**config.mk**
```make
export PLATFORM = sky130hd
export DESIGN_NAME = plic_gateway
export DESIGN_NICKNAME = d
export VERILOG_FILES = /design/src/verilog/soc_map_pkg.sv /design/src/verilog/bus_pkg.sv /design/src/verilog/plic_gateway.sv
export SDC_FILE = /design/constraint.sdc
export NUM_CORES = 1
export LEC_CHECK = 0
export BUFFER_PORTS_ARGS = -buffer_cell sky130_fd_sc_hd__clkbuf_2
export CORE_ASPECT_RATIO = 1.25
export CORE_UTILIZATION = 40
export CTS_BUF_LIST = sky130_fd_sc_hd__clkbuf_4 sky130_fd_sc_hd__clkbuf_8
export CTS_CLUSTER_DIAMETER = 120
export DETAILED_ROUTE_END_ITERATION = 7
export GPL_ROUTABILITY_DRIVEN = 1
export MAX_ROUTING_LAYER = met4
export PLACE_DENSITY = 0.78
export SLEW_MARGIN = 20
export SYNTH_ARGS = -nofsm -noshare
export SYNTH_HDL_FRONTEND = slang
export SYNTH_SLANG_ARGS = --single-unit
```
**constraint.sdc**
```tcl
create_clock -name CLOCK_50 -period 1 [get_ports CLOCK_50]
set_input_delay 0 -clock CLOCK_50 [delete_from_list [all_inputs] [get_ports CLOCK_50]]
set_output_delay 0 -clock CLOCK_50 [all_outputs]
set_load 0.05 [all_outputs]
```
**src/verilog/soc_map_pkg.sv**
```systemverilog
package soc_map_pkg;

    // on-chip RAM window
    localparam logic [63:0] ram_base = 64'h0000_0000_8000_0000;
    localparam int ram_words = 2048;

    // interrupt controller window
    localparam logic [63:0] plic_base = 64'h0000_0000_0C00_0000;

    // priority registers sit at the start of the window, 4 bytes per id
    localparam logic [63:0] plic_pending_off = 64'h0000_1000;
    localparam logic [63:0] plic_enable_off = 64'h0000_2000;
    localparam logic [63:0] plic_enable_stride = 64'h0000_0080;
    localparam logic [63:0] plic_threshold_off = 64'h0020_0000;
    localparam logic [63:0] plic_claim_off = 64'h0020_0004;

    // threshold and claim repeat per context at this distance
    localparam logic [63:0] plic_ctx_stride = 64'h0000_1000;

    // id 0 is reserved and never pends
    localparam int num_sources = 6;
    localparam int num_contexts = 2;

    typedef logic [2:0] source_id_t;
    typedef logic [2:0] priority_t;

    // one bit per id, bit 0 unused
    typedef logic [num_sources-1:0] source_mask_t;

endpackage
```
**src/verilog/bus_pkg.sv**
```systemverilog
package bus_pkg;

    localparam int data_w = 64;
    localparam int word_w = 32;

    typedef logic [data_w-1:0] addr_t;
    typedef logic [data_w-1:0] data_t;
    typedef logic [word_w-1:0] word_t;
    typedef logic [$clog2(soc_map_pkg::ram_words)-1:0] ram_index_t;

    // load/store type as driven by the core
    typedef enum logic [2:0] {
        ls_b  = 3'd0,
        ls_h  = 3'd1,
        ls_w  = 3'd2,
        ls_d  = 3'd3,
        ls_bu = 3'd4,
        ls_hu = 3'd5,
        ls_wu = 3'd6
    } ls_type_e;

    typedef enum logic [2:0] {
        tgt_none,
        tgt_ram,
        tgt_prio,
        tgt_pending,
        tgt_enable,
        tgt_threshold,
        tgt_claim
    } target_e;

    typedef struct packed {
        addr_t    addr;
        data_t    wdata;
        ls_type_e ls_type;
        logic     read;
        logic     write;
    } bus_req_t;

    // one step of a decoded access, seen by every target
    typedef struct packed {
        logic                    valid;
        logic                    is_write;
        target_e                 target;
        logic                    ctx;
        soc_map_pkg::source_id_t src;
        ram_index_t              index;
        logic [1:0]              offset;
        ls_type_e                ls_type;
        word_t                   wdata;
        logic                    last;
        logic                    high;
    } access_t;

endpackage

```
**src/verilog/plic_gateway.sv**
```systemverilog
`timescale 1ns/1ps

module plic_gateway (
    input  logic                                   CLOCK_50,
    input  logic                                   KEY0,
    input  bus_pkg::access_t                       access,
    input  logic [soc_map_pkg::num_sources-1:1]    irq_src,
    input  soc_map_pkg::source_id_t [soc_map_pkg::num_contexts-1:0] claim_id,
    output soc_map_pkg::source_mask_t              pending,
    output soc_map_pkg::priority_t                 prio_rdata
);

    logic [soc_map_pkg::num_sources-1:1] src_meta;
    logic [soc_map_pkg::num_sources-1:1] src_sync;
    logic [soc_map_pkg::num_sources-1:1] src_prev;
    logic [soc_map_pkg::num_sources-1:1] src_rise;

    soc_map_pkg::priority_t prio [soc_map_pkg::num_sources];
    soc_map_pkg::source_mask_t clear_mask;
    logic claim_rd;
    logic prio_wr;

    assign src_rise = src_sync & ~src_prev;

    assign claim_rd = access.valid && !access.is_write && (access.target == bus_pkg::tgt_claim);
    assign prio_wr = access.valid && access.is_write && (access.target == bus_pkg::tgt_prio);

    // claimed id of the addressed context
    assign clear_mask = claim_rd ? soc_map_pkg::source_mask_t'(1) << claim_id[access.ctx] : '0;

    // decode keeps src inside the priority array
    assign prio_rdata = prio[access.src];

    always_ff @(posedge CLOCK_50 or negedge KEY0) begin
        if (!KEY0) begin
            src_meta <= '0;
            src_sync <= '0;
            src_prev <= '0;
            pending <= '0;
        end else begin
            src_meta <= irq_src;
            src_sync <= src_meta;
            src_prev <= src_sync;
            // a new edge wins over a claim of the same id
            pending <= (pending & ~clear_mask) | {src_rise, 1'b0};
        end
    end

    always_ff @(posedge CLOCK_50 or negedge KEY0) begin
        if (!KEY0) begin
            for (int i = 0; i < soc_map_pkg::num_sources; i++) begin
                prio[i] <= '0;
            end
        end else if (prio_wr && access.src != '0) begin
            prio[access.src] <= soc_map_pkg::priority_t'(access.wdata);
        end
    end

endmodule

```
==> metrics.md <==
| Metric | Value |
|---|---|
| Worst-skew pair later-pin latency | 0.28 ns |
| # IOs | 81 |
| Clock skew | 0.00171 ns |
| Layout area overhead | 28.0% |
| Register area share after synthesis | 59.5% |
| Power Total | 3.08 mW |
| Post-Synthesis Net Count | 192 |
| Row cnt | 25 |
| Number of port buffers | 33 |
| Reg2Reg Depth | 3 |
| Slew Viols, Final | 0 |
| Critical path class | reg2out |
| Share of layout cells above drive strength 1 | 46.2% |
| Total GRT Usage | 16.8% |
| Initial Utilization | 42.6% |
| TritonCTS clock tree | done |
| Peak supply drop | 964 µV |
| Reg-to-Reg Start | prio[6] |
| Yosys warning count | 0 |
| Worst-Margin Slew | 0.327 ns |
| Fmax | 685 MHz |
| Hold crit path type | in2reg |
| Vias | 1098 |
| Filler instances | 334 |
| First-pass GRT wire length | 5.13 mm |
| Post-route setup TNS | -1.17 ns |
| Syn avg cell area | 13.7 µm² |
| Worst hold slack | 0.0203 ns |
| PD cells | 1470 nW/µm² |
| DRT Pass-1 Iters | 4 |
| Synth Flop Type | dfrtp_1 |
| Worst setup margin | -0.459 ns |
| Number of remaining DRC errors | 0 |
| Nets@finish | 240 |
| RSZ-0062 raised after global routing | yes |
| Clk root buf | clkbuf_8 |
| Post-synth ARST share | 100% |
| H-Tree Depth | 2 |
| Slew margin rel. | 78.0% |
| Pleak | 1.04 nW |
| Die Wd | 59.3 µm |
| Final ANT Viol Nets | 0 |
| Worst hold path cell count | 2 |
| Die height | 73.6 µm |
| Ant diodes | 0 |
| Post-Syn Area | 1640 µm² |
| Hold Startpoint | access[3] |
| Clock Pin Slew Worst Setup and Hold Paths | 0.07 ns |
| Wirelength per Cell | 13.7 µm |
| EDFF count, synth | 0 |
| Total congestion overflow | 0 |
| Final HPWL DP | 2.33 mm |
| Most common cell after layout, fill and taps aside | dfrtp_1 |
| Crit-path max FO | 2 |
| Hold endpoint | prio[10] |
| Core area | 3850 µm² |
| CP required | 1.00 ns |
| GPL Wtd Cong | 0.778 |
| Crit end category | primary output |
| Largest net degree at the start of global routing | 40 |
| Failing checks | negative setup slack |
| Tcrit/Tclk final | 146% |
| Initial antenna violation count | 0 |
| Reg-to-Reg End | prio[6] |
| # clock sinks | 39 |
| Final Hold Viols | 0 |
| DRT iter0 DRCs | 76 |
| Clock buffer depth | 2 |
| #FFs+latches synth | 39 |
| Via density per instance | 4.92 |
| Final WL | 3.06 mm |
| Placed cell count | 207 |
| Final Critical Period | 1.46 ns |
| Gate Count Post-Synth | 120 |
| R2R Setup Slk | 0.01 ns |
| Full die area | 4360 µm² |
| Unique masters post-synth | 32 |
| Most frequent cells in the layout | dfrtp_1, clkbuf_2, mux2_2 |
| CP arrival | 1.46 ns |
| Crit path launch type | flip-flop |
| Maxcap violations | 0 |
| Number of setup violations in the final report | 3 |
| Num CTS Buffers | 5 |
| DP Worst Slack | -0.236 ns |
| Status | finished, violations left |
| Non-Filler Instances | 223 |
| Vias in the first global route | 1172 |
==> report_power, final <==
group	total (mW)	internal [mW]	switching, mW	leakage (nW)
registers	1.69	1.66	0.0358	0.478
clock network	0.987	0.476	0.511	0.0477
logic	0.398	0.205	0.193	0.510
total	3.08	2.34	0.739	1.04
==> how the worst max path moves through the flow <==
stage	from	end	slack (ns)	depth (start not counted)
floorplan	prio[6]	prio_rdata[0]	-0.03	3
global placement	prio[6]	prio_rdata[0]	-0.22	4
detailed placement	prio[6]	prio_rdata[0]	-0.24	4
CTS	prio[6]	prio_rdata[0]	-0.48	4
global route	prio[16]	prio_rdata[1]	-0.51	4
finish	prio[16]	prio_rdata[1]	-0.46	4
==> per-layer routing <==
metal,track usage (%),wire (µm)
met5,-,0
met3,5.28,175
met1,17.8,1300
met2,28.8,1530
met4,6.35,54
==> flip-flops by register name, summed over array words and instances (netlist names) <==
signal and flops:
pending 6, src_sync 5, src_prev 5, prio 18, src_meta 5
==> per-stage QoR <==
step           utilization [%]  area [µm²]
5_1_grt                   54.5        2100
2_1_floorplan                -        1660
6_report                  54.5        2100
3_3_place_gp              49.5        1910
3_5_place_dp              49.5        1910
4_1_cts                   54.1        2080
==> logic make-up after synthesis <==
family / after synthesis / synth area share [%]
muxes: 24 / 17.9
and+or+nand+nor: 24 / 10.5
DFF: 39 / 59.5
AOI/OAI and AO/OA: 15 / 6.57
buffers and inverters: 18 / 5.50
==> cells in the mapped netlist, types with 3 or more instances <==
library cell,number,share of area (%)
inv_1,12,2.7
nand2b_1,3,1.1
clkbuf_1,3,0.69
o22ai_1,3,1.1
dfrtp_1,39,60
o221ai_1,4,2.1
buf_6,3,2.1
mux2_2,16,11
nand4_1,3,1.1
mux2i_1,6,3.7
==> area by class of cell <==
class | instances | area [µm²] | share of cell area (%)
clock inverters | 3 | 15.0 | 0.716
flip-flops and latches | 39 | 977 | 46.6
inverters | 12 | 45.0 | 2.15
clock buffers | 5 | 68.8 | 3.28
multi-input cells | 63 | 597 | 28.4
repair buffers | 47 | 328 | 15.6
well taps | 54 | 67.6 | 3.22
==> worst max-delay path: stages (launching register included) <==
cell	delay [ns]
dfrtp_1	0.39
mux4_2	0.47
inv_2	0.08
o22ai_4	0.07
buf_8	0.16
==> repair_timing <==
action / CTS / global route
hold buffers: 6 / 0
buffers inserted: 1 / 1
hold endpoints to repair: 44 / 0
pin swaps: 2 / 0
setup endpoints to repair: 3 / 5
gates resized for setup: 6 / 6
Note: power is estimated with default switching activity, not from simulation.
