==> src/verilog/soc_map_pkg.sv <==
package soc_map_pkg;

    // on-chip RAM window
    localparam logic [63:0] ram_base = 64'h0000_0000_8000_0000;
    localparam int ram_words = 2048;

    // interrupt controller window
    localparam logic [63:0] plic_base = 64'h0000_0000_0C00_0000;

    // priority registers sit at the start of the window, 4 bytes per id
    localparam logic [63:0] plic_pending_off = 64'h0000_1000;
    localparam logic [63:0] plic_enable_off = 64'h0000_2000;
    localparam logic [63:0] plic_enable_stride = 64'h0000_0080;
    localparam logic [63:0] plic_threshold_off = 64'h0020_0000;
    localparam logic [63:0] plic_claim_off = 64'h0020_0004;

    // threshold and claim repeat per context at this distance
    localparam logic [63:0] plic_ctx_stride = 64'h0000_1000;

    // id 0 is reserved and never pends
    localparam int num_sources = 6;
    localparam int num_contexts = 2;

    typedef logic [2:0] source_id_t;
    typedef logic [2:0] priority_t;

    // one bit per id, bit 0 unused
    typedef logic [num_sources-1:0] source_mask_t;

endpackage
==> src/verilog/bus_pkg.sv <==
package bus_pkg;

    localparam int data_w = 64;
    localparam int word_w = 32;

    typedef logic [data_w-1:0] addr_t;
    typedef logic [data_w-1:0] data_t;
    typedef logic [word_w-1:0] word_t;
    typedef logic [$clog2(soc_map_pkg::ram_words)-1:0] ram_index_t;

    // load/store type as driven by the core
    typedef enum logic [2:0] {
        ls_b  = 3'd0,
        ls_h  = 3'd1,
        ls_w  = 3'd2,
        ls_d  = 3'd3,
        ls_bu = 3'd4,
        ls_hu = 3'd5,
        ls_wu = 3'd6
    } ls_type_e;

    typedef enum logic [2:0] {
        tgt_none,
        tgt_ram,
        tgt_prio,
        tgt_pending,
        tgt_enable,
        tgt_threshold,
        tgt_claim
    } target_e;

    typedef struct packed {
        addr_t    addr;
        data_t    wdata;
        ls_type_e ls_type;
        logic     read;
        logic     write;
    } bus_req_t;

    // one step of a decoded access, seen by every target
    typedef struct packed {
        logic                    valid;
        logic                    is_write;
        target_e                 target;
        logic                    ctx;
        soc_map_pkg::source_id_t src;
        ram_index_t              index;
        logic [1:0]              offset;
        ls_type_e                ls_type;
        word_t                   wdata;
        logic                    last;
        logic                    high;
    } access_t;

endpackage

==> src/verilog/bus_target_control.sv <==
`timescale 1ns/1ps

module bus_target_control (
    input  logic              CLOCK_50,
    input  logic              KEY0,
    input  bus_pkg::bus_req_t bus_req,
    output bus_pkg::access_t  access
);

    typedef enum logic [1:0] {
        idle,
        step_low,
        step_high
    } state_e;

    state_e state;
    bus_pkg::bus_req_t req_q;

    bus_pkg::addr_t ram_off;
    bus_pkg::addr_t plic_off;
    bus_pkg::target_e tgt;
    logic ctx;
    soc_map_pkg::source_id_t src;
    logic two_step;
    logic start;

    // strobes arriving while busy are dropped
    assign start = (state == idle) && (bus_req.read || bus_req.write);

    always_ff @(posedge CLOCK_50) begin
        if (start) begin
            req_q <= bus_req;
        end
    end

    // address decode from the held request
    always_comb begin
        ram_off = req_q.addr - soc_map_pkg::ram_base;
        plic_off = req_q.addr - soc_map_pkg::plic_base;
        tgt = bus_pkg::tgt_none;
        ctx = 1'b0;
        src = '0;
        if (ram_off < 64'(4 * soc_map_pkg::ram_words)) begin
            tgt = bus_pkg::tgt_ram;
        end else if (plic_off < 64'(4 * soc_map_pkg::num_sources) && plic_off[1:0] == 2'b00) begin
            tgt = bus_pkg::tgt_prio;
            src = plic_off[4:2];
        end else if (plic_off == soc_map_pkg::plic_pending_off) begin
            tgt = bus_pkg::tgt_pending;
        end else begin
            for (int c = 0; c < soc_map_pkg::num_contexts; c++) begin
                if (plic_off == soc_map_pkg::plic_enable_off
                        + 64'(c) * soc_map_pkg::plic_enable_stride) begin
                    tgt = bus_pkg::tgt_enable;
                    ctx = c[0];
                end
                if (plic_off == soc_map_pkg::plic_threshold_off
                        + 64'(c) * soc_map_pkg::plic_ctx_stride) begin
                    tgt = bus_pkg::tgt_threshold;
                    ctx = c[0];
                end
                if (plic_off == soc_map_pkg::plic_claim_off
                        + 64'(c) * soc_map_pkg::plic_ctx_stride) begin
                    tgt = bus_pkg::tgt_claim;
                    ctx = c[0];
                end
            end
        end
    end

    // only RAM doublewords need a second word
    assign two_step = (tgt == bus_pkg::tgt_ram) && (req_q.ls_type == bus_pkg::ls_d);

    always_ff @(posedge CLOCK_50 or negedge KEY0) begin
        if (!KEY0) begin
            state <= idle;
        end else begin
            case (state)
                idle: begin
                    if (start) begin
                        state <= step_low;
                    end
                end
                step_low: state <= two_step ? step_high : idle;
                default: state <= idle;
            endcase
        end
    end

    always_comb begin
        access.valid = (state != idle);
        access.is_write = req_q.write;
        access.target = tgt;
        access.ctx = ctx;
        access.src = src;
        access.index = ram_off[2 +: $bits(bus_pkg::ram_index_t)]
            + bus_pkg::ram_index_t'(state == step_high);
        access.offset = req_q.addr[1:0];
        access.ls_type = req_q.ls_type;
        // upper half of the write data goes with the second step
        access.wdata = (state == step_high) ? req_q.wdata[63:32] : req_q.wdata[31:0];
        access.last = (state == step_high) || !two_step;
        access.high = (state == step_high);
    end

endmodule

==> config.mk <==
export PLATFORM = sky130hd
export DESIGN_NAME = bus_target_control
export DESIGN_NICKNAME = d
export VERILOG_FILES = /design/src/verilog/soc_map_pkg.sv /design/src/verilog/bus_pkg.sv /design/src/verilog/bus_target_control.sv
export SDC_FILE = /design/constraint.sdc
export NUM_CORES = 1
export LEC_CHECK = 0
export ABC_AREA = 1
export BUFFER_PORTS_ARGS = -buffer_cell sky130_fd_sc_hd__buf_2
export CORE_AREA = 2 2 169 171
export DETAILED_ROUTE_END_ITERATION = 10
export DIE_AREA = 0 0 171 173
export SYNTH_ARGS = -nofsm -noshare
export SYNTH_HDL_FRONTEND = slang
export SYNTH_SLANG_ARGS = --single-unit
==> constraint.sdc <==
create_clock -name CLOCK_50 -period 7.94 [get_ports CLOCK_50]
set_input_delay 1.191 -clock CLOCK_50 [delete_from_list [all_inputs] [get_ports CLOCK_50]]
set_output_delay 1.191 -clock CLOCK_50 [all_outputs]
set_load 0.005 [all_outputs]
==> impl_metrics.csv <==
group,metric,value,unit
clock_tree,cts.reportedPaths.clkPinSlew,70,ps
finish,final_area,8830,um2
timing,period_minus_slack,4600,ps
route,drcViolationCount,0,
timing,period_share,0.579,
synth,synth_edf_count,132,
timing,clock_skew,13.5,ps
worst_hold_path,hold_class,"reg2reg",
route,routed_wl,20900,um
route,drtIter0Drc,388,
power_and_ir_drop,power.internal,1340,uW
power_and_ir_drop,powerDensity,210,nW/um2
timing,timing.fmax,0.218,GHz
run,maxCapViolCount,0,
finish,drive_above_1_share,0.312,
worst_setup_path,reg2reg_from,"req_q[99]",
route,drt-vias-per-instance,4.31,
power_and_ir_drop,switching_power,513,uW
global_routing,antenna_found_initial,0,
clock_tree,cts_resized,0,
synth,syn_inst,722,
clock_tree,clock-root-buffer,"clkbuf_16",
synth,synth-main-ff-cell,"edfxtp_1",
finish,areaGrowthSynthToFinish,28.4,%
status,status,"finished clean",
worst_setup_path,crit_path_start_kind,"register",
finish,final_util,0.320,
power_and_ir_drop,power_leakage,0.00381,uW
power_and_ir_drop,pwr-share-clk,0.414,
route,drtAntennaViolNets,0,
timing,maxSlewHeadroom,0.398,
placed_design,gp_congestion,0.953,
placed_design,place.port_buffers,193,
worst_setup_path,worstPathRequired,6750,ps
synth,async_flop_share,0.0149,
worst_setup_path,path_max_fanout,11,
synth,yosysSeqAreaShare,0.584,
global_routing,grt_use_total,0.145,
worst_hold_path,min_from,"state[1]",
die,fp-row-count,61,
timing,tightestPinTransition,904,ps
power_and_ir_drop,ir_drop,0.118,mV
clock_tree,post-cts-setup-buffers,0,
route,num_vias,5673,
global_routing,grt_max_degree,68,
power_and_ir_drop,p_seq_frac,0.484,
synth,ys_ff_latch,134,
die,die_h,173,um
clock_tree,clock_sinks,134,
timing,final_hold_viol_count,0,
worst_setup_path,crit_type,"reg2out",
worst_setup_path,cp-end-kind,"primary output",
die,die_area,29600,um2
clock_tree,clk_path_buf_depth,2,
synth,synth_cell_types,39,
worst_setup_path,startpoint,"req_q[99]",
global_routing,first_global_vias,5964,
timing,fin_setup_tns,0,ps
clock_tree,cts_hold_buf,0,
global_routing,grt-ovfl-total,0,
timing,slew_viol_final,0,
die,fp.coreArea,27600,um2
die,fp.dieW,171,um
synth,synth_fp_nets,861,
synth,synth_area_leaders,"edfxtp_1, nand2_1, nor2_1",
clock_tree,clock_latency,420,ps
global_routing,grt_pass1_wl,32600,um
timing,rsz0062_at_grt,"no",
finish,fin_nets,1063,
synth,yosys.area.top_type,"edfxtp_1",
synth,syn_area_per_cell,9.52,um2
route,routedWlPerCell,15.9,um
timing,setup_viol,0,
die,initial_utilization,0.249,
synth,synth.most_common_cell,"nand2_1",
die,pin_count,194,
synth,yosys_warnings,0,
power_and_ir_drop,combPwrFrac,0.102,
clock_tree,tritoncts,"done",
clock_tree,cts_made_buffers,17,
placed_design,place_area,8270,um2
clock_tree,htreeDepth,4,
power_and_ir_drop,p_sw_frac,0.277,
synth,yosysTopAreaCellShare,0.577,
synth,synth_common_cells,"nand2_1, edfxtp_1, nor2_1, inv_1, nand3_1",
route,firstDrtPassIters,6,
placed_design,dp_hpwl,16200,um
synth,netlist_area,6880,um2
worst_setup_path,cp.arrival,3410,ps
[critical path: stages (launching register included)]
cell	delay, ps
edfxtp_1	460
nor2_1	200
nand2_1	90
nor2_2	460
nand2_1	280
nor2_4	180
nand2_1	60
nand2_1	50
nand2_1	90
nor2_1	90
nand2_1	80
inv_2	60
nand3_2	80
nor2_4	250
nand3b_1	160
nand2_1	100
nor2_2	60
nand4_1	90
buf_2	130
[kinds of logic after synthesis]
logic type,share of synthesized area
AOI/OAI and AO/OA,0.0278
xor gates and xnor gates,0.0306
adders and majority gates,0.00728
buffers and inverters,0.0504
DFF,0.584
and+or+nand+nor,0.300
[layout by cell type, fill, tap and decap left out, drive strengths merged]
cell	n
o211ai	3
clkinv	3
nand3b	5
diode	1
clkbuf	17
nand2	233
a221oi	1
a31oi	1
o21ai	15
nor2	129
nand4	10
o2111ai	2
buf	197
and2	1
inv	78
a21oi	3
a22oi	2
xor2	24
edfxtp	132
nor4	5
o22ai	3
nor3	16
ha	4
or2	2
dfrtp	2
nand3	45
clkinvlp	3
a211oi	1
[layer usage]
metal	wire [um]	vias to the layer above	track usage	part of all wire
met2	10100	234	0.247	0.48
li1	-	2796	-	-
met5	0	-	0	0
met1	8640	2604	0.168	0.41
met4	582	0	0.0600	0.028
met3	1600	39	0.0460	0.076
[power groups by stage]
| stage | Clock, uW | Combinational (uW) | Sequential [uW] |
|---|---|---|---|
| final | 767 | 189 | 897 |
| after global routing | 820 | 214 | 903 |
| after CTS | 792 | 193 | 897 |
| after detailed placement | 0 | 191 | 912 |
| after global placement | 0 | 192 | 911 |
| after floorplan | 0 | 105 | 908 |
[layout make-up]
class                      instances  area (um2)
fill                            2953       18800
sequential                       134        4010
multi-input combinational        505        2520
timing repair buffer             197         996
tap                              378         473
clock buffer                      17         425
inverter                          69         260
clock inverter                    15         134
antenna                            1        2.50
[metrics by stage]
step / total power, uW / instances / worst slack [ps] / hold slack (ps)
finish: 1850 / 1316 / 3340 / 531
global route: 1940 / 1315 / 2940 / 529
CTS: 1880 / 1315 / 3300 / 529
detailed placement: 1100 / 1283 / 3780 / 536
global placement: 1100 / 1283 / 3770 / 512
floorplan: 1010 / 722 / 618 / 489
[path summary, 6_finish.rpt]
check	endpoint	slack, ps	cells after the start
worst max-delay path	access[1]	3340	18
worst min-delay path	state[1]	530	3
worst max register to register	state[1]	4950	18
worst min register to register	state[1]	530	3
max in group asynchronous	state[0]	7290	1
min in group asynchronous	state[1]	550	1
[registers in the layout (all words and copies together) (netlist names)]
| signal | flops |
|---|---|
| state | 2 |
| access | 6 |
| req_q | 126 |
Note: power is estimated with default switching activity, not from simulation.
