### src/verilog/soc_map_pkg.sv
package soc_map_pkg;

    // on-chip RAM window
    localparam logic [63:0] ram_base = 64'h0000_0000_8000_0000;
    localparam int ram_words = 2048;

    // interrupt controller window
    localparam logic [63:0] plic_base = 64'h0000_0000_0C00_0000;

    // priority registers sit at the start of the window, 4 bytes per id
    localparam logic [63:0] plic_pending_off = 64'h0000_1000;
    localparam logic [63:0] plic_enable_off = 64'h0000_2000;
    localparam logic [63:0] plic_enable_stride = 64'h0000_0080;
    localparam logic [63:0] plic_threshold_off = 64'h0020_0000;
    localparam logic [63:0] plic_claim_off = 64'h0020_0004;

    // threshold and claim repeat per context at this distance
    localparam logic [63:0] plic_ctx_stride = 64'h0000_1000;

    // id 0 is reserved and never pends
    localparam int num_sources = 6;
    localparam int num_contexts = 2;

    typedef logic [2:0] source_id_t;
    typedef logic [2:0] priority_t;

    // one bit per id, bit 0 unused
    typedef logic [num_sources-1:0] source_mask_t;

endpackage
### src/verilog/bus_pkg.sv
package bus_pkg;

    localparam int data_w = 64;
    localparam int word_w = 32;

    typedef logic [data_w-1:0] addr_t;
    typedef logic [data_w-1:0] data_t;
    typedef logic [word_w-1:0] word_t;
    typedef logic [$clog2(soc_map_pkg::ram_words)-1:0] ram_index_t;

    // load/store type as driven by the core
    typedef enum logic [2:0] {
        ls_b  = 3'd0,
        ls_h  = 3'd1,
        ls_w  = 3'd2,
        ls_d  = 3'd3,
        ls_bu = 3'd4,
        ls_hu = 3'd5,
        ls_wu = 3'd6
    } ls_type_e;

    typedef enum logic [2:0] {
        tgt_none,
        tgt_ram,
        tgt_prio,
        tgt_pending,
        tgt_enable,
        tgt_threshold,
        tgt_claim
    } target_e;

    typedef struct packed {
        addr_t    addr;
        data_t    wdata;
        ls_type_e ls_type;
        logic     read;
        logic     write;
    } bus_req_t;

    // one step of a decoded access, seen by every target
    typedef struct packed {
        logic                    valid;
        logic                    is_write;
        target_e                 target;
        logic                    ctx;
        soc_map_pkg::source_id_t src;
        ram_index_t              index;
        logic [1:0]              offset;
        ls_type_e                ls_type;
        word_t                   wdata;
        logic                    last;
        logic                    high;
    } access_t;

endpackage

### src/verilog/plic_context.sv
`timescale 1ns/1ps

module plic_context #(
    parameter int ctx_num = 0
) (
    input  logic                      CLOCK_50,
    input  logic                      KEY0,
    input  bus_pkg::access_t          access,
    input  soc_map_pkg::source_mask_t pending,
    output soc_map_pkg::source_mask_t enable,
    output soc_map_pkg::priority_t    threshold,
    output soc_map_pkg::source_id_t   claim_id,
    output logic                      irq
);

    logic wr_sel;

    assign wr_sel = access.valid && access.is_write && (access.ctx == 1'(ctx_num));

    always_ff @(posedge CLOCK_50 or negedge KEY0) begin
        if (!KEY0) begin
            enable <= '0;
            threshold <= '0;
        end else if (wr_sel) begin
            if (access.target == bus_pkg::tgt_enable) begin
                enable <= soc_map_pkg::source_mask_t'(access.wdata);
            end
            if (access.target == bus_pkg::tgt_threshold) begin
                threshold <= soc_map_pkg::priority_t'(access.wdata);
            end
        end
    end

    // walk down so the lowest pending and enabled id is left
    always_comb begin
        claim_id = '0;
        for (int i = soc_map_pkg::num_sources - 1; i >= 1; i--) begin
            if (pending[i] && enable[i]) begin
                claim_id = soc_map_pkg::source_id_t'(i);
            end
        end
    end

    assign irq = (claim_id != '0);

endmodule

### config.mk
export PLATFORM = sky130hd
export DESIGN_NAME = plic_context
export DESIGN_NICKNAME = d
export VERILOG_FILES = /design/src/verilog/soc_map_pkg.sv /design/src/verilog/bus_pkg.sv /design/src/verilog/plic_context.sv
export SDC_FILE = /design/constraint.sdc
export NUM_CORES = 1
export LEC_CHECK = 0
export BUFFER_PORTS_ARGS = -buffer_cell sky130_fd_sc_hd__buf_2
export CAP_MARGIN = 20
export CORE_AREA = 10 10 51 53
export CTS_BUF_LIST = sky130_fd_sc_hd__clkbuf_8
export CTS_CLUSTER_DIAMETER = 30
export DETAILED_ROUTE_END_ITERATION = 16
export DIE_AREA = 0 0 61 63
export GPL_TIMING_DRIVEN = 0
export MAX_ROUTING_LAYER = met4
export PLACE_DENSITY = 0.82
export SLEW_MARGIN = 20
export SYNTH_ARGS = -nofsm -noshare
export SYNTH_HDL_FRONTEND = slang
export SYNTH_SLANG_ARGS = --single-unit
### constraint.sdc
create_clock -name CLOCK_50 -period 1.6 [get_ports CLOCK_50]
set_clock_uncertainty 0.1 [all_clocks]
set_input_delay 0.08 -clock CLOCK_50 [delete_from_list [all_inputs] [get_ports CLOCK_50]]
set_output_delay 0.08 -clock CLOCK_50 [all_outputs]
set_load 0.05 [all_outputs]
==> impl_metrics.tcl, run 1 <==
set metrics [dict create \
    outcome "finished clean" \
    gp_congestion 0.6980 \
    grt_pass1_vias 514 \
    yosysTopAreaCell "dfrtp_1" \
    ys_top_cells_by_count "dfrtp_1, mux2_4, mux2_2, nand2_1, a22oi_1" \
    drc 0 \
    ys_seq_elements 9 \
    setup_ws_ns 0.08120 \
    detail_route.iter0.violations 5 \
    finalPower_uw 1054 \
    regArea_um2 225.2 \
    die-height_um 63 \
    worstMarginPinSlew_ns 0.4667 \
    period_minus_slack_ns 1.519 \
    dp_cells 81 \
    vias_per_cell 4.742 \
    cp.arrival_ns 1.34 \
    startpoint "enable[2]" \
    cts_tree "done" \
    drv_cap 0 \
    layout.cells.non_filler 93 \
    critPathMaxFanout 4 \
    cp-start-kind "register" \
    report.final.slew_viol_count 0 \
    grt_antenna_before_repair 0 \
    postSynth.asyncResetShare_pct 100.0 \
    clk-insertion-delay-late_ns 0.23 \
    die_w_um 61 \
    cts.clk_slew.worst_paths_ns 0.04 \
    start_util_pct 26.82 \
    drive_gt1_share_pct 63.16 \
    syn_area_um2 442.9 \
    cp_data_required_time_ns 1.42 \
    clock.fmax_mhz 658.4 \
    synth_most_common_cell "dfrtp_1" \
    numCtsBuffers 3 \
    first_pass_iters 4 \
    drt_wl_total_um 1443 \
    peakVddDrop_v 0.0005977 \
    grt_max_degree 10 \
    wire_per_inst_um 15.52 \
    min_path_type "input pin to async pin" \
    port_buffers 31 \
    worstReg2RegEnd "enable[2]" \
    seq_area_frac_synth_pct 50.85 \
    syn-num-nets 100 \
    grt_overflow_total 0 \
    ys_warn_count 0 \
    powerDensity_nw_per_um2 1386 \
    synth_area_leaders "dfrtp_1, mux2_4, mux2_2" \
    synth_flop_cell "dfrtp_1" \
    clock-sinks 9 \
    reg2reg_slack_ns 0.69 \
    htreeDepth 1 \
    rows 15 \
    ys_types 15 \
    dieArea_um2 3843 \
    power_leakage_uw 0.0004117 \
    design_area_um2 760.7 \
    postLayoutCoreUtil_pct 46.06 \
    setup_viol 0 \
    core-area_um2 1652 \
    hold_viol 0 \
    vias 441 \
    antenna_cells 0 \
    root_buffer "clkbuf_8" \
    reg2regPathDepth 1 \
    clock_path_buffers 2 \
    grt.total_usage_pct 7.959 \
    num-nets-final 144 \
    rsz0062_at_grt "false" \
    drtAntennaViolNets 0 \
    end_kind "output port" \
    min_period_over_period_pct 94.92 \
    slew_headroom_pct 68.82 \
    fillers 157 \
    r2r_start "enable[2]" \
    synthToLayoutAreaGrowth_pct 71.75 \
    ios 80 \
    synth_cells 33 \
    multi_input_comb_area_um2 222.7 \
    placed_area_um2 630.6 \
    grt_pass1_wl_um 2263 \
    synth_top_cell_area_share_pct 50.85 \
    preCtsSetupSlack_ns 0.1558 \
    path_class "register to output port" \
    syn_avg_cell_area_um2 13.42 \
    dp_hpwl_um 1156 \
    synth-edff-count 0 \
]
[report_power, final]
part	leakage (uW)	switching [uW]	internal, uW	total [uW]
sequential	0.000115	41.8	273	315
combinational	0.000270	332	152	485
clock	0.0000269	88.1	167	255
total	0.000412	462	592	1050
[worst max path at each step]
stage | end | slack [ns] | cells past startpoint
2_1_floorplan | claim_id[0] | -0.12 | 2
6_report | claim_id[2] | 0.08 | 4
4_1_cts | claim_id[2] | 0.03 | 4
5_1_grt | irq | 0.02 | 3
3_5_place_dp | threshold[0] | 0.16 | 4
3_3_place_gp | threshold[1] | 0.18 | 4
[registers in the layout, summed over array words and instances (netlist names)]
register / flops
enable: 6
threshold: 3
[repair_timing]
| item | in CTS | in global routing |
|---|---|---|
| resized for setup | 1 | 1 |
| setup buffers | 0 | 1 |
| hold endpoints to repair | 16 | 0 |
| pin swaps | 0 | 1 |
| hold buffers | 7 | 0 |
| endpoints found under the setup margin | 1 | 1 |
[cells in the final DEF (no fill, tap or decap), types with 3 or more instances in the layout]
cell type      netlist  layout
buf_2                0      30
dfrtp_1              9       9
dlygate4sd3_1        0       7
mux2_4               6       6
nand2_1              3       3
mux2_2               3       3
clkbuf_8             0       3
[critical path, stage by stage (launching register included)]
cell and delay (ns):
dfrtp_1 0.43, a22oi_2 0.24, nand2_1 0.12, nor2_4 0.10, clkbuf_4 0.23
[stage by stage]
step                setup TNS, ns  hold slack, ns
floorplan                 -0.1204         -0.3156
global placement                0         -0.1681
detailed placement              0         -0.1604
CTS                             0          0.1251
global route                    0          0.1527
finish                          0          0.1414
[logic make-up (layout without fill, tap and decap cells)]
family / Yosys count / in the layout / share of synthesized area [%]
multiplexers: 9 / 9 / 27.97
flip-flops: 9 / 9 / 50.85
AND/OR/NAND/NOR: 9 / 9 / 11.02
AO/OA/AOI/OAI: 5 / 5 / 7.624
buffers and inverters: 1 / 44 / 2.542
[layout make-up]
class                      instances  share of cell area [%]
clock buffer                       3                   5.428
sequential                         9                   29.61
buffer                             1                   1.480
timing repair buffer              39                   30.92
tap                               17                   2.796
clock inverter                     1                  0.4934
multi-input combinational         23                   29.28
[metal layers]
metal / GRT usage (%) / vias to the layer above / part of all wire, %
met3: 4.065 / 2 / 14
li1: - / 210 / -
met5: - / - / 0
met1: 7.216 / 204 / 35
met4: 3.297 / 0 / 0.28
met2: 13.39 / 25 / 51
Power figures use the tool's default switching activity.
==> inputs of run 2 (changes only) <==
- MAX_ROUTING_LAYER: met4 -> unset
==> run 2 against run 1 <==
Largest cell class unchanged. Total power about the same. Largest power group unchanged. Cell count unchanged. Combinational power barely moved. Critical endpoint unchanged. Final area did not move. Hold slack got worse by 0.0018 ns. First-iteration DRC count grew 40%.
==> impl_metrics.tcl, run 2 (synthesis gave the netlist of run 1 again) <==
set metrics [dict create \
    root_buffer "clkbuf_8" \
    rsz0062_at_grt "false" \
    end_kind "output port" \
    slew_headroom_pct 68.72 \
    grt_pass1_vias 514 \
    port_buffers 31 \
    worst_hold_slack_ns 0.1396 \
    mostFrequentLayoutCells "buf_2, dfrtp_1, dlygate4sd3_1, mux2_4" \
    dp_cells 81 \
    core-area_um2 1652 \
    path_class "register to output port" \
    wire_per_inst_um 15.47 \
    peakVddDrop_v 0.0005976 \
    outcome "finished clean" \
    grt_antenna_before_repair 0 \
    largest_reg_flops 6 \
    clock-sinks 9 \
    die_w_um 61 \
    power_leakage_uw 0.0004117 \
    grt.total_usage_pct 7.764 \
    num-nets-final 144 \
    synthToLayoutAreaGrowth_pct 71.75 \
    vias_per_cell 4.710 \
    start_util_pct 26.82 \
    postLayoutCoreUtil_pct 46.06 \
    cp-start-kind "register" \
    reg2regPathDepth 1 \
    drt_wl_total_um 1439 \
    top_register "enable" \
    cp.arrival_ns 1.34 \
    vias 438 \
    drv_cap 0 \
    die-height_um 63 \
    period_minus_slack_ns 1.522 \
    dp_hpwl_um 1156 \
    hold_viol 0 \
    clk-insertion-delay-late_ns 0.23 \
    cts_tree "done" \
    ios 80 \
    min_path_type "input pin to async pin" \
    dieArea_um2 3843 \
    final_common_cell "buf_2" \
    grt_pass1_wl_um 2270 \
    critPathMaxFanout 4 \
    finalPower_uw 1054 \
    detail_route.iter0.violations 7 \
    rows 15 \
    gp_congestion 0.6906 \
    min_period_over_period_pct 95.13 \
    setup_viol 0 \
    grt_max_degree 10 \
    htreeDepth 1 \
    grt_overflow_total 0 \
    cp_data_required_time_ns 1.42 \
    clock.fmax_mhz 657.0 \
    layout.cells.non_filler 93 \
    report.final.slew_viol_count 0 \
    drive_gt1_share_pct 63.16 \
    powerDensity_nw_per_um2 1386 \
    cts.clk_slew.worst_paths_ns 0.04 \
    first_pass_iters 4 \
    drtAntennaViolNets 0 \
    worstMarginPinSlew_ns 0.4682 \
    reg_top3 "enable: 6 flops, threshold: 3 flops" \
    antenna_cells 0 \
    drc 0 \
    numCtsBuffers 3 \
    clock_path_buffers 2 \
]
[run 2: where the power goes]
group / switching, uW / total [uW] / internal (uW)
Sequential: 41.8 / 315 / 273
Clock: 88.2 / 255 / 167
Combinational: 332 / 485 / 152
[run 2: path summary, 6_finish.rpt]
kind | from | endpoint | slack (ns)
setup / recovery | enable[2] | claim_id[2] | 0.08
hold / removal | KEY0 | enable[0] | 0.14
setup reg to reg | enable[2] | enable[2] | 0.68
hold reg to reg | threshold[2] | threshold[2] | 0.40
max in group asynchronous | KEY0 | enable[5] | 1.08
min in group CLOCK_50 | access[55] | threshold[1] | 0.17
[run 2: what timing repair did]
action                                 in CTS  in global routing
setup endpoints to repair                   1                  1
pin swaps                                   0                  1
setup buffers                               0                  1
endpoints found under the hold margin      16                  0
hold buffers                                7                  0
resized for setup                           1                  1
[run 2: stage by stage]
step           instance area (um2)  TNS [ns]  setup slack [ns]
3_5_place_dp                 630.6         0            0.1558
3_3_place_gp                 630.6         0            0.1775
5_1_grt                      760.7         0           0.02145
6_report                     760.7         0           0.07785
2_1_floorplan                454.2   -0.1204           -0.1204
4_1_cts                      750.7         0           0.02882
[run 2: final cells by class]
cell class	instances	area [um2]
repair buffers	39	235.2
clock buffers	3	41.29
multi-input cells	23	222.7
clock inverters	1	3.754
well taps	17	21.27
flip-flops and latches	9	225.2
fillers	157	890.9
plain buffers	1	11.26
[run 2: metal layers]
metal  vias up  wire, um  track usage [%]
li1        209         -                -
met1       208       485            6.644
met2        21       733            13.39
met3         0       220            5.081
met4         0         0            3.297
met5         -         0                0
[run 2: worst max-delay path: stages (launching register included)]
cell      delay, ns
dfrtp_1        0.43
a22oi_2        0.24
nand2_1        0.12
nor2_4         0.10
clkbuf_4       0.23
