## src/verilog/soc_map_pkg.sv

```systemverilog
package soc_map_pkg;

    // on-chip RAM window
    localparam logic [63:0] ram_base = 64'h0000_0000_8000_0000;
    localparam int ram_words = 2048;

    // interrupt controller window
    localparam logic [63:0] plic_base = 64'h0000_0000_0C00_0000;

    // priority registers sit at the start of the window, 4 bytes per id
    localparam logic [63:0] plic_pending_off = 64'h0000_1000;
    localparam logic [63:0] plic_enable_off = 64'h0000_2000;
    localparam logic [63:0] plic_enable_stride = 64'h0000_0080;
    localparam logic [63:0] plic_threshold_off = 64'h0020_0000;
    localparam logic [63:0] plic_claim_off = 64'h0020_0004;

    // threshold and claim repeat per context at this distance
    localparam logic [63:0] plic_ctx_stride = 64'h0000_1000;

    // id 0 is reserved and never pends
    localparam int num_sources = 6;
    localparam int num_contexts = 2;

    typedef logic [2:0] source_id_t;
    typedef logic [2:0] priority_t;

    // one bit per id, bit 0 unused
    typedef logic [num_sources-1:0] source_mask_t;

endpackage
```

## src/verilog/bus_pkg.sv

```systemverilog
package bus_pkg;

    localparam int data_w = 64;
    localparam int word_w = 32;

    typedef logic [data_w-1:0] addr_t;
    typedef logic [data_w-1:0] data_t;
    typedef logic [word_w-1:0] word_t;
    typedef logic [$clog2(soc_map_pkg::ram_words)-1:0] ram_index_t;

    // load/store type as driven by the core
    typedef enum logic [2:0] {
        ls_b  = 3'd0,
        ls_h  = 3'd1,
        ls_w  = 3'd2,
        ls_d  = 3'd3,
        ls_bu = 3'd4,
        ls_hu = 3'd5,
        ls_wu = 3'd6
    } ls_type_e;

    typedef enum logic [2:0] {
        tgt_none,
        tgt_ram,
        tgt_prio,
        tgt_pending,
        tgt_enable,
        tgt_threshold,
        tgt_claim
    } target_e;

    typedef struct packed {
        addr_t    addr;
        data_t    wdata;
        ls_type_e ls_type;
        logic     read;
        logic     write;
    } bus_req_t;

    // one step of a decoded access, seen by every target
    typedef struct packed {
        logic                    valid;
        logic                    is_write;
        target_e                 target;
        logic                    ctx;
        soc_map_pkg::source_id_t src;
        ram_index_t              index;
        logic [1:0]              offset;
        ls_type_e                ls_type;
        word_t                   wdata;
        logic                    last;
        logic                    high;
    } access_t;

endpackage

```

## src/verilog/bus_response.sv

```systemverilog
`timescale 1ns/1ps

module bus_response (
    input  logic                      CLOCK_50,
    input  logic                      KEY0,
    input  bus_pkg::access_t          access,
    input  bus_pkg::word_t            ram_rdata,
    input  soc_map_pkg::priority_t    prio_rdata,
    input  soc_map_pkg::source_mask_t pending,
    input  soc_map_pkg::source_mask_t [soc_map_pkg::num_contexts-1:0] enable,
    input  soc_map_pkg::priority_t [soc_map_pkg::num_contexts-1:0] threshold,
    input  soc_map_pkg::source_id_t [soc_map_pkg::num_contexts-1:0] claim_id,
    output bus_pkg::data_t            bus_read_data,
    output logic                      bus_read_done,
    output logic                      bus_write_done
);

    // step info held for the edge after the step
    logic step_q;
    logic last_q;
    logic high_q;
    logic write_q;
    bus_pkg::target_e target_q;
    bus_pkg::ls_type_e ls_q;
    logic [1:0] off_q;
    bus_pkg::word_t reg_word_q;
    bus_pkg::word_t low_q;

    bus_pkg::word_t reg_word;
    bus_pkg::word_t rd_word;
    bus_pkg::word_t shifted;
    bus_pkg::data_t load_data;

    // register-side value, sampled at the end of the step before a claim clears it
    always_comb begin
        case (access.target)
            bus_pkg::tgt_prio: reg_word = bus_pkg::word_t'(prio_rdata);
            bus_pkg::tgt_pending: reg_word = bus_pkg::word_t'(pending);
            bus_pkg::tgt_enable: reg_word = bus_pkg::word_t'(enable[access.ctx]);
            bus_pkg::tgt_threshold: reg_word = bus_pkg::word_t'(threshold[access.ctx]);
            bus_pkg::tgt_claim: reg_word = bus_pkg::word_t'(claim_id[access.ctx]);
            default: reg_word = '0;
        endcase
    end

    assign rd_word = (target_q == bus_pkg::tgt_ram) ? ram_rdata : reg_word_q;
    assign shifted = rd_word >> {off_q, 3'b000};

    always_comb begin
        case (ls_q)
            bus_pkg::ls_b: load_data = {{56{shifted[7]}}, shifted[7:0]};
            bus_pkg::ls_bu: load_data = {56'd0, shifted[7:0]};
            bus_pkg::ls_h: load_data = {{48{shifted[15]}}, shifted[15:0]};
            bus_pkg::ls_hu: load_data = {48'd0, shifted[15:0]};
            bus_pkg::ls_w: load_data = {{32{rd_word[31]}}, rd_word};
            bus_pkg::ls_d: load_data = high_q ? {rd_word, low_q} : {32'd0, rd_word};
            default: load_data = {32'd0, rd_word};
        endcase
    end

    always_ff @(posedge CLOCK_50) begin
        if (access.valid) begin
            last_q <= access.last;
            high_q <= access.high;
            write_q <= access.is_write;
            target_q <= access.target;
            ls_q <= access.ls_type;
            off_q <= access.offset;
            reg_word_q <= reg_word;
        end
        // lower word of a doubleword waits for the upper one
        if (step_q && !last_q) begin
            low_q <= rd_word;
        end
    end

    always_ff @(posedge CLOCK_50 or negedge KEY0) begin
        if (!KEY0) begin
            step_q <= 1'b0;
            bus_read_done <= 1'b1;
            bus_write_done <= 1'b1;
            bus_read_data <= '0;
        end else begin
            step_q <= access.valid;
            if (access.valid) begin
                if (access.is_write) begin
                    bus_write_done <= 1'b0;
                end else begin
                    bus_read_done <= 1'b0;
                end
            end
            if (step_q && last_q) begin
                if (write_q) begin
                    bus_write_done <= 1'b1;
                end else begin
                    bus_read_done <= 1'b1;
                    bus_read_data <= load_data;
                end
            end
        end
    end

endmodule

```

## config.mk

```make
export PLATFORM = sky130hd
export DESIGN_NAME = bus_response
export DESIGN_NICKNAME = d
export VERILOG_FILES = /design/src/verilog/soc_map_pkg.sv /design/src/verilog/bus_pkg.sv /design/src/verilog/bus_response.sv
export SDC_FILE = /design/constraint.sdc
export NUM_CORES = 1
export LEC_CHECK = 0
export ABC_AREA = 1
export BUFFER_PORTS_ARGS = -buffer_cell sky130_fd_sc_hd__buf_2
export CORE_ASPECT_RATIO = 1.25
export CORE_MARGIN = 2
export CORE_UTILIZATION = 35
export CTS_CLUSTER_SIZE = 24
export DETAILED_ROUTE_END_ITERATION = 7
export MAX_ROUTING_LAYER = met4
export PLACE_DENSITY = 0.69
export SYNTH_ARGS = -nofsm -noshare
export SYNTH_HDL_FRONTEND = slang
export SYNTH_SLANG_ARGS = --single-unit
export TNS_END_PERCENT = 10
```

## constraint.sdc

```tcl
create_clock -name CLOCK_50 -period 5.3 [get_ports CLOCK_50]
set_input_delay 1.06 -clock CLOCK_50 [delete_from_list [all_inputs] [get_ports CLOCK_50]]
set_output_delay 1.06 -clock CLOCK_50 [all_outputs]
set_load 0.005 [all_outputs]
```

==> flow_metrics.tcl, run 1 <==
set metrics [dict create \
    ant_nets 0 \
    hold_slack_ns 0.470 \
    synth.area.top_cells "dfrtp_1 (26%), edfxtp_1 (23%), nand2_1 (20%)" \
    path_max_fanout 56 \
    worst_slack_ns 2.57 \
    drv_cap 0 \
    dr_wl_met3_um 1160 \
    vias 5889 \
    track_usage_pct 19.7 \
    finalCritPeriodShare_pct 51.5 \
    r2r_end "bus_read_data[8]" \
    placed_area_um2 7160 \
    path_clk_slew_ns 0.05 \
    nFillCells 1772 \
    io_buffers 145 \
    fin_area_um2 7780 \
    dr_wl_met2_um 9180 \
    gp_congestion 0.902 \
    cts_setup_buffers 0 \
    dieArea_um2 19300 \
    hp-class "reg -> reg" \
    path_cells "buf_2, nand3_1, nand2_1, nand2_1, inv_2, nand3_2, nand3b_1, nand2_1, inv_1" \
    fin_util_pct 43.3 \
    worst_path_most_repeated_cell "nand2_1" \
    total_power_mw 2.73 \
    dp_slack_ns 2.16 \
    ctsResizeCount 0 \
    cts_buffer_depth 2 \
    critPathKind "in -> reg" \
    vias_per_cell 4.92 \
    top_layer_used "met4" \
    pin_count 192 \
    ys_types 38 \
    clock.fmax_mhz 366 \
    rsz0062_at_grt "no" \
    drive_above_1_share_pct 24.4 \
    drt-initial-drc-count 465 \
    syn_to_final_growth_pct 22.4 \
    intPower_mw 2.00 \
    crit_path_end_kind "register" \
    htree_levels 4 \
    hold_violations 0 \
    drt_first_pass_iters 5 \
    reg2reg_from "target_q[2]" \
    grt_max_degree 77 \
    synth-edff-count 49 \
    first_global_vias 5783 \
    dieWidth_um 125 \
    hold_start "bus_read_data[29]" \
    cts_tree "built" \
    fp-row-count 55 \
    die_h_um 155 \
    place_inst 1164 \
    swShare_pct 26.7 \
    slew_viol_final 0 \
    clkLatencyLatePin_ns 0.41 \
    m1WireLength_um 7460 \
    wl_um 18300 \
    synth_seq_area_share_pct 49.5 \
    ff2ff_path_depth 9 \
    cpPeakStageDelay_ns 0.87 \
    skew_ns 0.00759 \
    drcViolationCount 0 \
    mostFrequentLayoutCell "nand2_1" \
    worstMarginPinSlew_ns 1.20 \
    holdBufCountCts 0 \
    grt_remaining_overflow 0 \
    cts-buffers-inserted 17 \
    syn_nets 958 \
    synthCells 832 \
    seqPwrFrac_pct 40.8 \
    synth_area_leader_cell "dfrtp_1" \
    worstPathArrival_ns 3.08 \
    avgRoutedWirePerCell_um 15.3 \
    antenna_found_initial 1 \
    hold_end "bus_read_data[29]" \
    hold-path-cell-count 2 \
    period_minus_slack_ns 2.73 \
    start_kind "primary input" \
    setup_viol 0 \
    avgSynthCellArea_um2 7.64 \
    peakVddDrop_v 0.000165 \
    p_comb_share_pct 15.6 \
    max_slew_margin_pct 19.7 \
    cts-root-buf "clkbuf_16" \
    yosys_warnings 0 \
    cts_sinks 116 \
    setup_tns_ns 0 \
    switchingPower_uw 730 \
    ys_ff_latch 116 \
    clockPowerShare_pct 43.6 \
    power_density_nw_per_um2 351 \
    coreArea_um2 18000 \
    finalNetCount 1081 \
    yosys.area.top_type_share_pct 25.6 \
    worst_path_max_delay_cell "nand3_2" \
    async_reset_ff_share_pct 57.8 \
    fin_cells 1197 \
    p_leak_nw 4.10 \
    syn-cell-area_um2 6360 \
    status "complete, no violations" \
    hpwl_um 12500 \
    ff2ff_setup_slack_ns 2.61 \
    critPathRequiredTime_ns 5.65 \
    grt_pass1_wl_um 29500 \
    ys_dominant_reg_cell "dfrtp_1" \
    most-common-layout-cells "nand2_1 (332), buf_2 (145), nand3_1 (74), dfrtp_1 (65), a21oi_1 (60)" \
    initial_utilization_pct 35.4 \
]
critical path: cells and delay by family:
kind	cells	cell delay (ns)
and+or+nand+nor	6	1.78
buffers and inverters	3	0.20
cell usage after synthesis, drive strengths merged (3+ instances only):
library cell and count:
a22o 3, nand4 6, buf 28, o21ai 6
edfxtp 49, a31oi 8, inv 67, clkbuf 17
a21oi 60, or2 9, nor2 79, dfrtp 65
nor3 6, nand2 334, nand3 78, nand3b 4
state kept, by name (all words and copies together), names as in the netlist:
signal and flops:
high_q 1, off_q 2, reg_word_q 6, target_q 3, bus_read_data 64, bus_read_done 1, bus_write_done 1, ls_q 3
last_q 1, low_q 32, write_q 1, step_q 1
routing by layer:
| layer | vias to the layer above | GRT usage, % |
|---|---|---|
| met1 | 2712 | 22.7 |
| met4 | 0 | 8.03 |
| li1 | 2925 | - |
| met5 | - | - |
| met2 | 220 | 33.6 |
| met3 | 32 | 4.08 |
area by class of cell:
class / count / area [um2] / area share (%)
inverter: 69 / 259 / 3.33
sequential: 116 / 3150 / 40.5
tap: 228 / 285 / 3.66
multi-input combinational: 602 / 2710 / 34.9
clock inverter: 12 / 150 / 1.93
timing repair buffer: 149 / 756 / 9.71
clock buffer: 20 / 468 / 6.01
antenna: 1 / 2.50 / 0.0321
power by group through the flow:
stage | sequential [mW] | combinational [mW] | clock (mW)
floorplan | 1.13 | 0.226 | 0
global placement | 1.13 | 0.423 | 0
detailed placement | 1.13 | 0.429 | 0
CTS | 1.12 | 0.431 | 1.21
global route | 1.13 | 0.482 | 1.26
finish | 1.11 | 0.426 | 1.19
worst max path at each step:
stage,start,to,slack (ns),cells past startpoint
2_1_floorplan,last_q,low_q[0],3.10,1
3_3_place_gp,ram_rdata[23],bus_read_data[14],2.16,9
3_5_place_dp,ram_rdata[23],bus_read_data[8],2.16,9
4_1_cts,ram_rdata[23],bus_read_data[8],2.57,9
5_1_grt,ram_rdata[23],bus_read_data[8],2.41,9
6_report,ram_rdata[23],bus_read_data[8],2.57,9
logic make-up after synthesis:
logic type             share of synthesized area, %
buffers and inverters                          7.91
AO/OA/AOI/OAI                                  7.44
AND/OR/NAND/NOR                                35.0
multiplexers                                  0.157
flip-flops                                     49.5
No activity file was read; power rests on OpenSTA's default activity.
==> inputs of run 2 (changes only) <==
Clock period 5.3 ns to 2.57 ns, I/O delays scaled along.
==> run 2 against run 1 <==
Against the previous run:
- hold slack worse by 0.34 ns
- critical path depth up 1
- first-iteration DRC count down 5.4%
- sequential power up 110%
- setup slack worse by 2.1 ns
- wire length down 1.3%
- core utilization up 0.59 points
==> flow_metrics.tcl, run 2 (same netlist as run 1, synthesis figures left out) <==
set metrics [dict create \
    peakVddDrop_v 0.000443 \
    ff2ff_path_depth 10 \
    r2r_end "bus_read_data[18]" \
    max_slew_margin_pct 43.8 \
    largestRegisters "bus_read_data x64, low_q x32, reg_word_q x6" \
    syn_to_final_growth_pct 24.1 \
    nFillCells 1804 \
    path_cells "nor2_8, nand2_4, buf_4, nor2_2, clkinv_1, nor2_1, nor2_1, nand3_1, nand2_1, nand2_1" \
    timing.critical_path.buf_inv 2 \
    wl_um 18100 \
    setup_viol 0 \
    dr_wl_met3_um 1170 \
    clkLatencyLatePin_ns 0.41 \
    status "complete, no violations" \
    grt_pass1_wl_um 29200 \
    cts-root-buf "clkbuf_16" \
    path_max_fanout 17 \
    critPathRequiredTime_ns 2.92 \
    crit_family "simple AND/OR/NAND/NOR gates" \
    crit_path_end_kind "register" \
    cts_tree "built" \
    pin_count 192 \
    drt_first_pass_iters 5 \
    drv_cap 0 \
    fin_cells 1209 \
    m1WireLength_um 7260 \
    slew_viol_final 0 \
    start_kind "register" \
    vias_per_cell 4.95 \
    power_density_nw_per_um2 697 \
    ff2ff_setup_slack_ns 0.46 \
    path_clk_slew_ns 0.06 \
    most-common-layout-cells "nand2_1 (332), buf_2 (145), nand3_1 (74), dfrtp_1 (65), a21oi_1 (60)" \
    antenna_found_initial 1 \
    track_usage_pct 19.6 \
    coreArea_um2 18000 \
    rsz0062_at_grt "no" \
    vias 5983 \
    worstPathArrival_ns 2.47 \
    period_minus_slack_ns 2.11 \
    p_leak_nw 4.16 \
    worst-path-stages 10 \
    io_buffers 145 \
    hp-class "in -> async" \
    ctsResizeCount 0 \
    cts_setup_buffers 0 \
    finalCritPeriodShare_pct 82.2 \
    finalNetCount 1093 \
    cts_buffer_depth 2 \
    hpwl_um 12900 \
    die_h_um 155 \
    place_inst 1176 \
    initial_utilization_pct 35.4 \
    dieArea_um2 19300 \
    setup_tns_ns 0 \
    top_register "bus_read_data" \
    grt_remaining_overflow 0 \
    worst_path_max_delay_cell "edfxtp_1" \
    mostFrequentLayoutCell "nand2_1" \
    gp_congestion 0.887 \
    drt-initial-drc-count 440 \
    critPathKind "reg -> reg" \
    htree_levels 4 \
    fp-row-count 55 \
    clock.fmax_mhz 473 \
    reg2reg_from "target_q[2]" \
    skew_ns 0.00903 \
    ant_nets 0 \
    first_global_vias 5631 \
    dieWidth_um 125 \
    dr_wl_met2_um 9050 \
    cts-buffers-inserted 17 \
    worstMarginPinSlew_ns 0.843 \
    largest_reg_flops 64 \
    grt_max_degree 77 \
    cpPeakStageDelay_ns 0.45 \
    cts_sinks 116 \
    holdBufCountCts 0 \
    hold_violations 0 \
    drive_above_1_share_pct 25.4 \
    top_layer_used "met4" \
    drcViolationCount 0 \
    avgRoutedWirePerCell_um 15.0 \
]
## run 2: cell types whose count changed in the layout (fill, tap and decap cells not counted)
cell / before / now
clkinv_4: 2 / 3
clkinvlp_4: 1 / 2
clkinv_2: 4 / 1
bufinv_16: 3 / 1
inv_4: 1 / 4
clkbuf_1: 1 / 0
buf_12: 0 / 4
buf_4: 4 / 12
inv_6: 1 / 2
## run 2: routing by layer
layer  track usage [%]  up-vias
met5                 -        -
met3              4.05       34
met4              8.88        0
li1                  -     2931
met1              23.1     2759
met2              32.3      259
## run 2: stage by stage
step | setup WS (ns) | hold slack (ns) | cell area (um2) | util [%] | power [mW]
after detailed placement | 0.477 | 0.461 | 7300 | 40.7 | 3.23
after global placement | 0.531 | 0.458 | 7300 | 40.7 | 3.21
after CTS | 0.473 | 0.148 | 7890 | 43.9 | 5.54
after floorplan | 0.374 | 0.218 | 6360 | - | 2.80
final | 0.456 | 0.130 | 7890 | 43.9 | 5.50
after global routing | 0.297 | 0.175 | 7890 | 43.9 | 5.76
## run 2: how the worst max path moves through the flow
stage / start / endpoint / slack, ns
after detailed placement: target_q[2] / bus_read_data[57] / 0.48
after CTS: target_q[2] / bus_read_data[23] / 0.47
after global placement: target_q[2] / bus_read_data[23] / 0.53
final: target_q[2] / bus_read_data[18] / 0.46
after floorplan: last_q / low_q[0] / 0.37
after global routing: target_q[2] / bus_read_data[23] / 0.30
## run 2: cell type report
cell class / instances / area [um2] / share of cell area [%]
inverters: 69 / 259 / 3.28
clock buffers: 19 / 464 / 5.88
multi-input cells: 602 / 2710 / 34.4
diodes: 1 / 2.50 / 0.0317
well taps: 228 / 285 / 3.62
repair buffers: 161 / 896 / 11.4
clock inverters: 13 / 119 / 1.51
flip-flops and latches: 116 / 3150 / 39.9
## run 2: where the power goes
part | switching [mW] | total [mW] | internal [mW] | leakage, nW
logic | 0.532 | 0.892 | 0.360 | 2.53
clock network | 0.889 | 2.31 | 1.42 | 0.287
registers | 0.123 | 2.30 | 2.17 | 1.35
==> inputs of run 3 (changes only) <==
Settings changed: PLACE_DENSITY 0.69 to 0.71.
Clock period 2.57 ns to 1.89 ns, I/O delays scaled along.
==> run 3 against run 2 <==
Against the previous run:
- fmax rose by 15%
- design area rose by 3.0%
- global-route usage rose by 0.70 points
- hold slack improved by 0.014 ns
- sequential power rose by 36%
- register-to-register slack got worse by 0.40 ns
- combinational power rose by 43%
- core utilization rose by 1.3 points
- highest routed layer unchanged
- largest power group is now registers
- sequential share of layout area fell by 1.2 points
- critical endpoint is now bus_read_data[9]
- flip-flop and latch count did not move
==> flow_metrics.tcl, run 3 (same netlist as run 1, synthesis figures left out) <==
set metrics [dict create \
    worstMarginPinSlew_ns 0.493 \
    period_minus_slack_ns 1.83 \
    largest_reg_flops 64 \
    track_usage_pct 20.3 \
    first_global_vias 5943 \
    vias 6147 \
    hold_slack_ns 0.145 \
    drt-initial-drc-count 429 \
    wl_um 18500 \
    skew_ns 0.0104 \
    grt_pass1_wl_um 30500 \
    mostFrequentLayoutCell "nand2_1" \
    cts-buffers-inserted 17 \
    syn_to_final_growth_pct 27.8 \
    hpwl_um 12800 \
    total_power_mw 7.51 \
    pin_count 192 \
    start_kind "register" \
    htree_levels 4 \
    die_h_um 155 \
    fin_area_um2 8130 \
    dieWidth_um 125 \
    cts_sinks 116 \
    clock.fmax_mhz 546 \
    worst_slack_ns 0.0594 \
    drt_first_pass_iters 5 \
    cts_tree "built" \
    setup_viol 0 \
    path_clk_slew_ns 0.06 \
    hold_violations 0 \
    clkLatencyLatePin_ns 0.41 \
    largestRegisters "bus_read_data x64, low_q x32, reg_word_q x6" \
    io_buffers 145 \
    fp-row-count 55 \
    gp_congestion 0.914 \
    critPathKind "reg -> reg" \
    grt_max_degree 77 \
    dp_slack_ns 0.106 \
    timing.critical_path.buf_inv 2 \
    ant_nets 0 \
    status "complete, no violations" \
    critPathRequiredTime_ns 2.24 \
    hp-class "in -> reg" \
    crit_family "simple AND/OR/NAND/NOR gates" \
    crit_path_end_kind "register" \
    dieArea_um2 19300 \
    rsz0062_at_grt "yes" \
    ff2ff_setup_slack_ns 0.06 \
    worst_path_max_delay_cell "edfxtp_1" \
    top_register "bus_read_data" \
    coreArea_um2 18000 \
    finalNetCount 1111 \
    cts-root-buf "clkbuf_16" \
    fin_util_pct 45.2 \
    cpPeakStageDelay_ns 0.56 \
    antenna_found_initial 0 \
    drv_cap 0 \
    p_leak_nw 4.27 \
    path_max_fanout 12 \
    drcViolationCount 0 \
    regArea_um2 3150 \
    placed_area_um2 7490 \
    multi_input_area_um2 2740 \
    finalCritPeriodShare_pct 96.9 \
    path_cells "nand2_4, buf_12, nor2_2, nand2_1, nand3_1, nand2_1, nand3_1, nand2_1, inv_1" \
    peakVddDrop_v 0.000468 \
    avgRoutedWirePerCell_um 15.1 \
    nFillCells 1762 \
    slew_viol_final 0 \
    worstPathArrival_ns 2.18 \
    vias_per_cell 5.01 \
    initial_utilization_pct 35.4 \
    worst_path_most_repeated_cell "nand2_1" \
    cts_buffer_depth 2 \
    most-common-layout-cells "nand2_1 (332), buf_2 (145), nand3_1 (74), dfrtp_1 (65), a21oi_1 (60)" \
    n_antenna_cell 0 \
    power_density_nw_per_um2 924 \
    max_slew_margin_pct 67.0 \
    drive_above_1_share_pct 26.8 \
    grt_remaining_overflow 0 \
]
run 3: worst reg2reg max path, cell delays in order, from the launching register on:
cell,delay (ns)
edfxtp_1,0.56
nand2_4,0.22
buf_12,0.22
nor2_2,0.34
nand2_1,0.09
nand3_1,0.09
nand2_1,0.05
nand3_1,0.11
nand2_1,0.06
inv_1,0.04
run 3: path summary, 6_finish.rpt:
kind                                   start                end  cells past startpoint
min in group asynchronous               KEY0  bus_read_data[15]                      3
setup reg to reg                 target_q[0]   bus_read_data[9]                      9
setup / recovery                 target_q[0]   bus_read_data[9]                      9
hold reg to reg            bus_read_data[57]  bus_read_data[57]                      2
max in group asynchronous               KEY0      bus_read_done                      3
hold / removal                    access[36]            ls_q[2]                      1
run 3: what timing repair did:
action                                  in CTS  in global routing
buffers inserted                             0                  2
gates resized for setup                      0                  6
hold buffers                                 1                  0
endpoints found under the setup margin       0                 23
hold endpoints to repair                    12                  0
run 3: power by group:
part	total, mW	internal [mW]	switching [mW]	leakage (nW)
combinational	1.28	0.534	0.745	2.64
sequential	3.12	2.96	0.166	1.35
clock	3.11	1.90	1.21	0.286
total	7.51	5.39	2.12	4.27
run 3: cell type report:
cell class / count / share of cell area [%]
Timing Repair Buffer: 179 / 13.7
Inverter: 69 / 3.19
Clock inverter: 14 / 1.57
Tap cell: 228 / 3.51
Clock buffer: 18 / 5.54
Sequential cell: 116 / 38.8
Multi-Input combinational cell: 602 / 33.7
run 3: per-layer routing:
| layer | track usage (%) | wire (um) | part of all wire (%) | vias to the layer above |
|---|---|---|---|---|
| met1 | 23.7 | 7270 | 39 | 2821 |
| met3 | 3.87 | 1320 | 7.1 | 56 |
| li1 | - | - | - | 2974 |
| met2 | 34.2 | 9150 | 49 | 296 |
| met5 | - | 0 | 0 | - |
| met4 | 8.83 | 791 | 4.3 | 0 |
run 3: per-stage QoR:
stage	instances	setup TNS, ns
after floorplan	832	0
after global placement	1191	0
after detailed placement	1191	0
after CTS	1224	0
after global routing	1226	-0.0115
final	1226	0
